$ cat src/icache_pkg.sv
// instruction cache definitions

package icache_pkg;

  // ====================================================================
  // geometry
  // ====================================================================
  localparam int addr_w         = 32;
  localparam int way_num        = 2;
  localparam int line_bytes     = 16;
  localparam int words_per_line = 4;
  localparam int idx_w          = 4;
  localparam int ofs_w          = 4;
  localparam int tag_w          = 24;

  // ====================================================================
  // address views
  // ====================================================================
  // word selects the instruction inside a line, boff is the byte lane
  typedef struct packed {
    logic [tag_w-1:0]                          tag;
    logic [idx_w-1:0]                          idx;
    logic [$clog2(words_per_line)-1:0]         word;
    logic [ofs_w-$clog2(words_per_line)-1:0]   boff;
  } icache_addr_s;

  typedef union packed {
    logic [addr_w-1:0] raw;
    icache_addr_s      f;
  } icache_addr_u;

  // refill engine states, also watched by the lookup pipeline
  typedef enum logic [1:0] {
    refill_idle,
    refill_req,
    refill_collect
  } refill_state_e;

endpackage

$ cat src/mem_rd_if.sv
// burst read channel

`timescale 1ns/1ps

interface mem_rd_if;

  // address phase
  logic                          ar_valid;
  logic [icache_pkg::addr_w-1:0] ar_addr;
  logic                          ar_ready;

  // data beats
  logic                          r_valid;
  logic [31:0]                   r_data;
  logic                          r_last;
  logic                          r_ready;

  modport master (
    output ar_valid, ar_addr, r_ready,
    input  ar_ready, r_valid, r_data, r_last
  );

  modport slave (
    input  ar_valid, ar_addr, r_ready,
    output ar_ready, r_valid, r_data, r_last
  );

endinterface

$ cat src/icache_refill.sv
// instruction cache refill engine

`timescale 1ns/1ps

module icache_refill (
  input  logic                                   clk,
  input  logic                                   rst_n,
  input  logic                                   miss_req_i,
  input  icache_pkg::icache_addr_u               miss_addr_i,
  output logic                                   refill_done_o,
  output logic [icache_pkg::line_bytes*8-1:0]    refill_line_o,
  output icache_pkg::refill_state_e              refill_state_o,
  mem_rd_if.master                               mem
);

  icache_pkg::refill_state_e                                state_q;
  icache_pkg::icache_addr_u                                 burst_addr_q;
  logic [$clog2(icache_pkg::words_per_line)-1:0]            beat_cnt_q;
  logic [icache_pkg::words_per_line-1:0][31:0]              line_q;
  logic                                                     done_q;

  // ====================================================================
  // state machine
  // ====================================================================
  always_ff @(posedge clk or negedge rst_n) begin
    if (!rst_n) begin
      state_q    <= icache_pkg::refill_idle;
      beat_cnt_q <= '0;
      done_q     <= 1'b0;
    end else begin
      done_q <= 1'b0;
      case (state_q)
        icache_pkg::refill_idle: begin
          if (miss_req_i) begin
            state_q    <= icache_pkg::refill_req;
            beat_cnt_q <= '0;
          end
        end
        icache_pkg::refill_req: begin
          if (mem.ar_ready) begin
            state_q <= icache_pkg::refill_collect;
          end
        end
        icache_pkg::refill_collect: begin
          if (mem.r_valid) begin
            beat_cnt_q <= beat_cnt_q + 1'b1;
            if (mem.r_last) begin
              state_q <= icache_pkg::refill_idle;
              done_q  <= 1'b1;
            end
          end
        end
        default: state_q <= icache_pkg::refill_idle;
      endcase
    end
  end

  // burst address and line buffer
  always_ff @(posedge clk) begin
    if (state_q == icache_pkg::refill_idle && miss_req_i) begin
      burst_addr_q        <= miss_addr_i;
      // whole line, starting at word 0
      burst_addr_q.f.word <= '0;
      burst_addr_q.f.boff <= '0;
    end
    if (state_q == icache_pkg::refill_collect && mem.r_valid) begin
      line_q[beat_cnt_q] <= mem.r_data;
    end
  end

  assign mem.ar_valid   = state_q == icache_pkg::refill_req;
  assign mem.ar_addr    = burst_addr_q.raw;
  assign mem.r_ready    = state_q == icache_pkg::refill_collect;

  assign refill_done_o  = done_q;
  assign refill_line_o  = line_q;
  assign refill_state_o = state_q;

endmodule

$ cat src/flat_wrapper.sv
// flat-port wrapper written by rule: the top's interface ports become plain ports
module icache_refill_flat 
  (clk, rst_n, miss_req_i, miss_addr_i, refill_done_o, refill_line_o, refill_state_o, mem_ar_valid, mem_ar_addr, mem_r_ready, mem_ar_ready, mem_r_valid, mem_r_data, mem_r_last);
  mem_rd_if mem_i ();
  input  logic clk;
  input  logic rst_n;
  input  logic miss_req_i;
  input  icache_pkg::icache_addr_u miss_addr_i;
  output logic refill_done_o;
  output logic [icache_pkg::line_bytes*8-1:0] refill_line_o;
  output icache_pkg::refill_state_e refill_state_o;
  output wire logic [$bits(mem_i.ar_valid)-1:0] mem_ar_valid;
  output wire logic [$bits(mem_i.ar_addr)-1:0] mem_ar_addr;
  output wire logic [$bits(mem_i.r_ready)-1:0] mem_r_ready;
  input wire logic [$bits(mem_i.ar_ready)-1:0] mem_ar_ready;
  input wire logic [$bits(mem_i.r_valid)-1:0] mem_r_valid;
  input wire logic [$bits(mem_i.r_data)-1:0] mem_r_data;
  input wire logic [$bits(mem_i.r_last)-1:0] mem_r_last;
  assign mem_ar_valid = mem_i.ar_valid;
  assign mem_ar_addr = mem_i.ar_addr;
  assign mem_r_ready = mem_i.r_ready;
  assign mem_i.ar_ready = mem_ar_ready;
  assign mem_i.r_valid = mem_r_valid;
  assign mem_i.r_data = mem_r_data;
  assign mem_i.r_last = mem_r_last;
  icache_refill u_core (.clk(clk), .rst_n(rst_n), .miss_req_i(miss_req_i), .miss_addr_i(miss_addr_i), .refill_done_o(refill_done_o), .refill_line_o(refill_line_o), .refill_state_o(refill_state_o), .mem(mem_i));
endmodule
$ cat config.mk
export PLATFORM = sky130hd
export DESIGN_NAME = icache_refill_flat
export DESIGN_NICKNAME = d
export VERILOG_FILES = /design/src/icache_pkg.sv /design/src/mem_rd_if.sv /design/src/icache_refill.sv /design/src/flat_wrapper.sv
export SDC_FILE = /design/constraint.sdc
export NUM_CORES = 1
export LEC_CHECK = 0
export BUFFER_PORTS_ARGS = -buffer_cell sky130_fd_sc_hd__buf_4
export CAP_MARGIN = 20
export CORE_MARGIN = 2
export CORE_UTILIZATION = 46
export DETAILED_ROUTE_END_ITERATION = 8
export GPL_TIMING_DRIVEN = 0
export PLACE_DENSITY = 0.79
export SKIP_CTS_REPAIR_TIMING = 1
export SLEW_MARGIN = 0
export SYNTH_ARGS = -nofsm -noshare
export SYNTH_HDL_FRONTEND = slang
export SYNTH_SLANG_ARGS = --single-unit
$ cat constraint.sdc
create_clock -name clk -period 3.4 [get_ports clk]
set_input_delay 0 -clock clk [delete_from_list [all_inputs] [get_ports clk]]
set_output_delay 0 -clock clk [all_outputs]
set_load 0.02 [all_outputs]
==> impl_metrics.tcl, run 1 <==
set metrics [dict create \
    synth_common_cells "edfxtp_1 (156), and3_1 (5), dfrtp_1 (5)" \
    gp_congestion 0.750 \
    core_region_area_um2 10800 \
    synth_top_area_cell "edfxtp_1" \
    hold_viol_final 0 \
    crit_type "reg -> reg" \
    yosysUniqueCellTypes 20 \
    overflow 0 \
    fin_skew_ns 0.0112 \
    crit_required_ns 3.53 \
    clock_sinks 161 \
    start_util_pct 46.9 \
    stdcell_area_um2 8220 \
    antennaDiodeCount 0 \
    cpMaxStageDelayCell "and3_2" \
    clk_pin_slew_worst_paths_ns 0.07 \
    die_h_um 109 \
    min_path_type "in -> reg" \
    ys_async_sr_fraction_pct 3.11 \
    first_iter_violations 116 \
    tightest_slew_ns 0.896 \
    portBuffers 226 \
    synth_edf_count 156 \
    syn_avg_cell_area_um2 26.2 \
    antenna_left 0 \
    synthCells 193 \
    min_period_ns 1.95 \
    htreeDepth 4 \
    yosysTopAreaCellShare_pct 92.5 \
    path_max_fanout 32 \
    ys.flop_type "edfxtp_1" \
    worstSkewPairLatency_ns 0.51 \
    multiInputGateArea_um2 228 \
    wl_per_cell_um 19.4 \
    arrival_ns 2.09 \
    power-per-cell-area_nw_per_um2 612 \
    grt_setup_unrepaired "no" \
    setup_tns_ns 0 \
    cp_slowest_stage_delay_ns 0.77 \
    grtUsageTotal_pct 17.7 \
    yosysWarnings 0 \
    rows 38 \
    grt_pass1_wl_um 14700 \
    syn_to_final_growth_pct 62.4 \
    fin_crit_sh_pct 57.5 \
    cts_buffers 17 \
    drive_gt1_share_pct 51.5 \
    drv_slew 0 \
    drc 0 \
    fillerInstances 589 \
    post_dp_cell_area_um2 6980 \
    path_cells "inv_1, ha_1, and3_2" \
    synth_area_leaders "edfxtp_1 (92%), dfrtp_1 (2.5%), ha_1 (0.99%)" \
    fmax_mhz 512 \
    hpwl_um 7430 \
    cts-root-to-sink-buffers 2 \
    cts_root_buf "clkbuf_8" \
    via_per_inst 4.66 \
    holdWs_ns 0.197 \
    startpoint_type "register" \
    synth-seq-cells 161 \
    grt_max_degree 33 \
    cts_tree "built" \
    antenna_found_initial 0 \
    vias 3094 \
    drtPass1Iterations 5 \
    nets 585 \
    grt_pass1_vias 2859 \
    syn_area_um2 5060 \
    ir_worst_vdd_mv 0.496 \
    yosysSeqAreaShare_pct 95.0 \
    yosysMostFrequentCell "edfxtp_1" \
    leakage_uw 0.00327 \
    slew_headroom_pct 40.3 \
    max_cap_viol_count 0 \
    register_area_um2 4810 \
    fp.dieW_um 109 \
    totalWireLength_um 12900 \
    dieArea_um2 11900 \
    setup.worst_path.end_class "register" \
    setup_viol 0 \
    status "finished, final reports clean" \
    io_pins 235 \
]
==> critical path, delay by kind of cell (launching register included) <==
kind | cells | cell delay [ns]
DFF | 1 | 0.45
and+or+nand+nor | 1 | 0.77
adders and majority gates | 1 | 0.17
buffers and inverters | 1 | 0.17
==> layout make-up <==
class | instances | area share (%)
timing repair buffer | 296 | 29.2
tap | 140 | 2.13
buffer | 5 | 0.502
sequential | 161 | 58.5
multi-input combinational | 28 | 2.77
clock inverter | 13 | 1.70
clock buffer | 19 | 5.13
inverter | 2 | 0.0913
==> layout by cell type, fill, tap and decap left out, types with 2 or more instances in the layout <==
cell type	Yosys	routed
buf_4	4	230
edfxtp_1	156	156
dlygate4sd3_1	0	68
clkbuf_16	0	16
clkinv_4	0	5
dfrtp_1	5	5
and3_2	0	4
ha_1	4	4
conb_1	1	4
buf_6	1	3
nand2_1	3	3
clkinvlp_4	0	3
inv_1	2	2
o221ai_2	2	2
bufinv_16	0	2
clkinv_2	0	2
clkbuf_1	0	2
==> stage by stage <==
step | worst slack, ns | util (%) | instances | power (µW)
after floorplan | 0.205 | - | 196 | 2820
after detailed placement | 1.45 | 64.7 | 564 | 3190
after CTS | 1.43 | 69.9 | 596 | 4950
after global placement | -0.342 | 64.4 | 562 | 3150
final | 1.45 | 76.2 | 664 | 5030
after global routing | 1.34 | 76.2 | 664 | 5200
==> sequential cells by signal (all words and copies together) (netlist names) <==
| signal | cells |
|---|---|
| u_core.refill_state_o | 2 |
| u_core.mem.ar_addr | 28 |
| u_core.refill_done_o | 1 |
| u_core.refill_line_o | 128 |
| u_core.beat_cnt_q | 2 |
==> power by group <==
part           leakage [µW]  switching, µW  internal [µW]
Combinational       0.00153            455            348
Sequential          0.00148           88.8           2370
Clock              0.000265            727           1040
Total               0.00327           1270           3760
==> worst paths after layout <==
check                           depth (start not counted)  slack [ns]                 start                       end
worst max register to register                          3        1.45  u_core.beat_cnt_q[0]  u_core.refill_line_o[14]
min in group asynchronous                               3        0.43                 rst_n  u_core.refill_state_o[0]
max in group asynchronous                               3        2.74                 rst_n      u_core.beat_cnt_q[1]
worst max-delay path                                    3        1.45  u_core.beat_cnt_q[0]  u_core.refill_line_o[14]
worst min-delay path                                    2        0.20       miss_addr_i[18]    u_core.mem.ar_addr[18]
worst min register to register                          2        0.65  u_core.beat_cnt_q[1]      u_core.beat_cnt_q[1]
==> kinds of logic (layout without fill, tap and decap cells) <==
group / after synthesis / in the layout / synth area share, %
compound gates: 5 / 5 / 1.11
buf+inv: 7 / 335 / 0.964
fa+ha+maj: 4 / 4 / 0.988
other cells: 1 / 4 / 0.0740
simple gates: 15 / 15 / 1.90
flops: 161 / 161 / 95.0
==> per-layer routing <==
| metal | routed length, µm | up-vias | track usage, % |
|---|---|---|---|
| met4 | 228 | 0 | 8.52 |
| met3 | 1120 | 23 | 8.43 |
| met2 | 6780 | 195 | 31.0 |
| met1 | 4730 | 1477 | 17.5 |
| met5 | 0 | - | 0 |
| li1 | - | 1399 | - |
Note: power is estimated with default switching activity, not from simulation.
==> inputs of run 2 (changes only) <==
- ABC_AREA: unset -> 1
- CORE_UTILIZATION: 46 -> 41
- PLACE_DENSITY: 0.79 -> 0.75
- clock period: 3.4 -> 1.77 ns (I/O delays scaled with it)
==> impl_metrics.tcl, run 2 <==
set metrics [dict create \
    status "finished, final reports clean" \
    yosysWarnings 0 \
    p_total_uw 10000 \
    antenna_left 0 \
    cts_root_buf "clkbuf_16" \
    mostFrequentLayoutCell "buf_4" \
    path_max_fanout 24 \
    ys_async_sr_fraction_pct 3.11 \
    nets 603 \
    yosysSeqAreaShare_pct 95.6 \
    synth_edf_count 156 \
    largest_reg_flops 128 \
    grtUsageTotal_pct 17.1 \
    cts-root-to-sink-buffers 2 \
    io_pins 235 \
    rows 40 \
    synthCells 203 \
    wl_met3_um 1150 \
    syn_to_final_growth_pct 66.5 \
    grt_setup_unrepaired "no" \
    vias 3162 \
    yosysUniqueCellTypes 13 \
    core_region_area_um2 12000 \
    arrival_ns 1.71 \
    fmax_mhz 622 \
    min_period_ns 1.61 \
    yosysTopAreaCellShare_pct 93.1 \
    register_area_um2 4810 \
    antenna_found_initial 0 \
    max_cap_viol_count 0 \
    crit_type "reg -> reg" \
    wl_met2_um 6980 \
    first_iter_violations 137 \
    fin_skew_ns 0.0111 \
    fillerInstances 767 \
    clk_pin_slew_worst_paths_ns 0.06 \
    grt_max_degree 29 \
    startpoint_type "register" \
    yosysMostFrequentCell "edfxtp_1" \
    drive_gt1_share_pct 50.9 \
    top_layer_used "met4" \
    power-per-cell-area_nw_per_um2 1200 \
    setup.worst_path.end_class "register" \
    antennaDiodeCount 0 \
    gp_congestion 0.793 \
    die_h_um 115 \
    overflow 0 \
    post_dp_cell_area_um2 7040 \
    start_util_pct 41.9 \
    drc 0 \
    setup_viol 0 \
    drv_slew 0 \
    layout_common_cells "buf_4 (236), edfxtp_1 (156), dlygate4sd3_1 (67)" \
    stdcell_area_um2 8380 \
    min_path_type "in -> reg" \
    synth_top_area_cell "edfxtp_1" \
    synth_common_cells "edfxtp_1 (156), inv_1 (12), nand2_1 (8)" \
    totalWireLength_um 12900 \
    clock_sinks 161 \
    multiInputGateArea_um2 190 \
    synth_area_leaders "edfxtp_1 (93%), dfrtp_1 (2.5%), ha_1 (0.99%)" \
    syn_avg_cell_area_um2 24.8 \
    synth-seq-cells 161 \
    wl_per_cell_um 18.8 \
    fp.dieW_um 115 \
    wl_met1_um 4600 \
    cts_buffers 17 \
    grt_pass1_wl_um 16100 \
    htreeDepth 4 \
    drtPass1Iterations 6 \
    dieArea_um2 13200 \
    worstSkewPairLatency_ns 0.41 \
    crit_required_ns 1.88 \
    hpwl_um 7900 \
    grt_pass1_vias 2887 \
    fin_crit_sh_pct 90.9 \
    portBuffers 226 \
    ir_worst_vdd_mv 0.791 \
    via_per_inst 4.59 \
    cts_tree "built" \
    syn_area_um2 5030 \
    ys.flop_type "edfxtp_1" \
    leakage_uw 0.00336 \
    hold_viol_final 0 \
]
run 2: cell type report:
| class | instances | area share (%) |
|---|---|---|
| timing repair inverter | 1 | 0.0896 |
| sequential | 161 | 57.4 |
| clock inverter | 14 | 2.25 |
| buffer | 4 | 0.358 |
| timing repair buffer | 303 | 29.7 |
| tap | 147 | 2.19 |
| multi-input combinational | 29 | 2.27 |
| clock buffer | 18 | 5.12 |
| inverter | 12 | 0.582 |
run 2: per-stage QoR:
step,setup WS (ns),hold slack [ns],utilization [%],cells,setup TNS (ns)
finish,0.162,0.0403,69.8,689,0
global route,0.0782,0.0591,69.8,689,0
CTS,-0.0944,-0.635,63.7,615,-5.15
detailed placement,-0.0922,-0.190,58.6,583,-2.87
global placement,-0.903,-0.195,57.7,579,-113.87
floorplan,-0.263,-0.296,-,206,-33.70
run 2: power by group:
group          leakage (µW)  switching [µW]  internal, µW
combinational       0.00159             937           643
sequential          0.00148             136          4570
clock              0.000288            1410          2360
total               0.00336            2480          7570
run 2: critical path, stage by stage, from the launching register on:
cell and delay, ns:
dfrtp_1 0.40, inv_1 0.17, nand3_2 0.26, nor2_4 0.25
buf_12 0.21
run 2: kinds of logic (layout without fill, tap and decap cells):
kind of cell	after synthesis	count (layout)	share of synthesized area [%]
simple gates	20	20	1.79
other cells	1	4	0.0745
fa+ha+maj	4	4	0.994
buf+inv	16	352	1.49
compound gates	1	1	0.0993
flops	161	161	95.6
run 2: worst paths after layout:
kind	start	endpoint	slack, ns	cells past startpoint
setup / recovery	u_core.refill_state_o[0]	u_core.refill_line_o[51]	0.16	4
setup reg to reg	u_core.refill_state_o[0]	u_core.refill_line_o[51]	0.16	4
max in group asynchronous	rst_n	u_core.refill_done_o	1.03	3
hold reg to reg	u_core.beat_cnt_q[1]	u_core.beat_cnt_q[1]	0.58	2
min in group asynchronous	rst_n	u_core.beat_cnt_q[1]	0.53	3
hold / removal	miss_req_i	u_core.refill_state_o[0]	0.04	3
run 2: routing by layer:
layer  global-route usage [%]  vias to the layer above
met5                        0                        -
met4                     6.51                        0
met3                     8.22                       16
met2                     29.1                      180
met1                     18.5                     1531
li1                         -                     1435
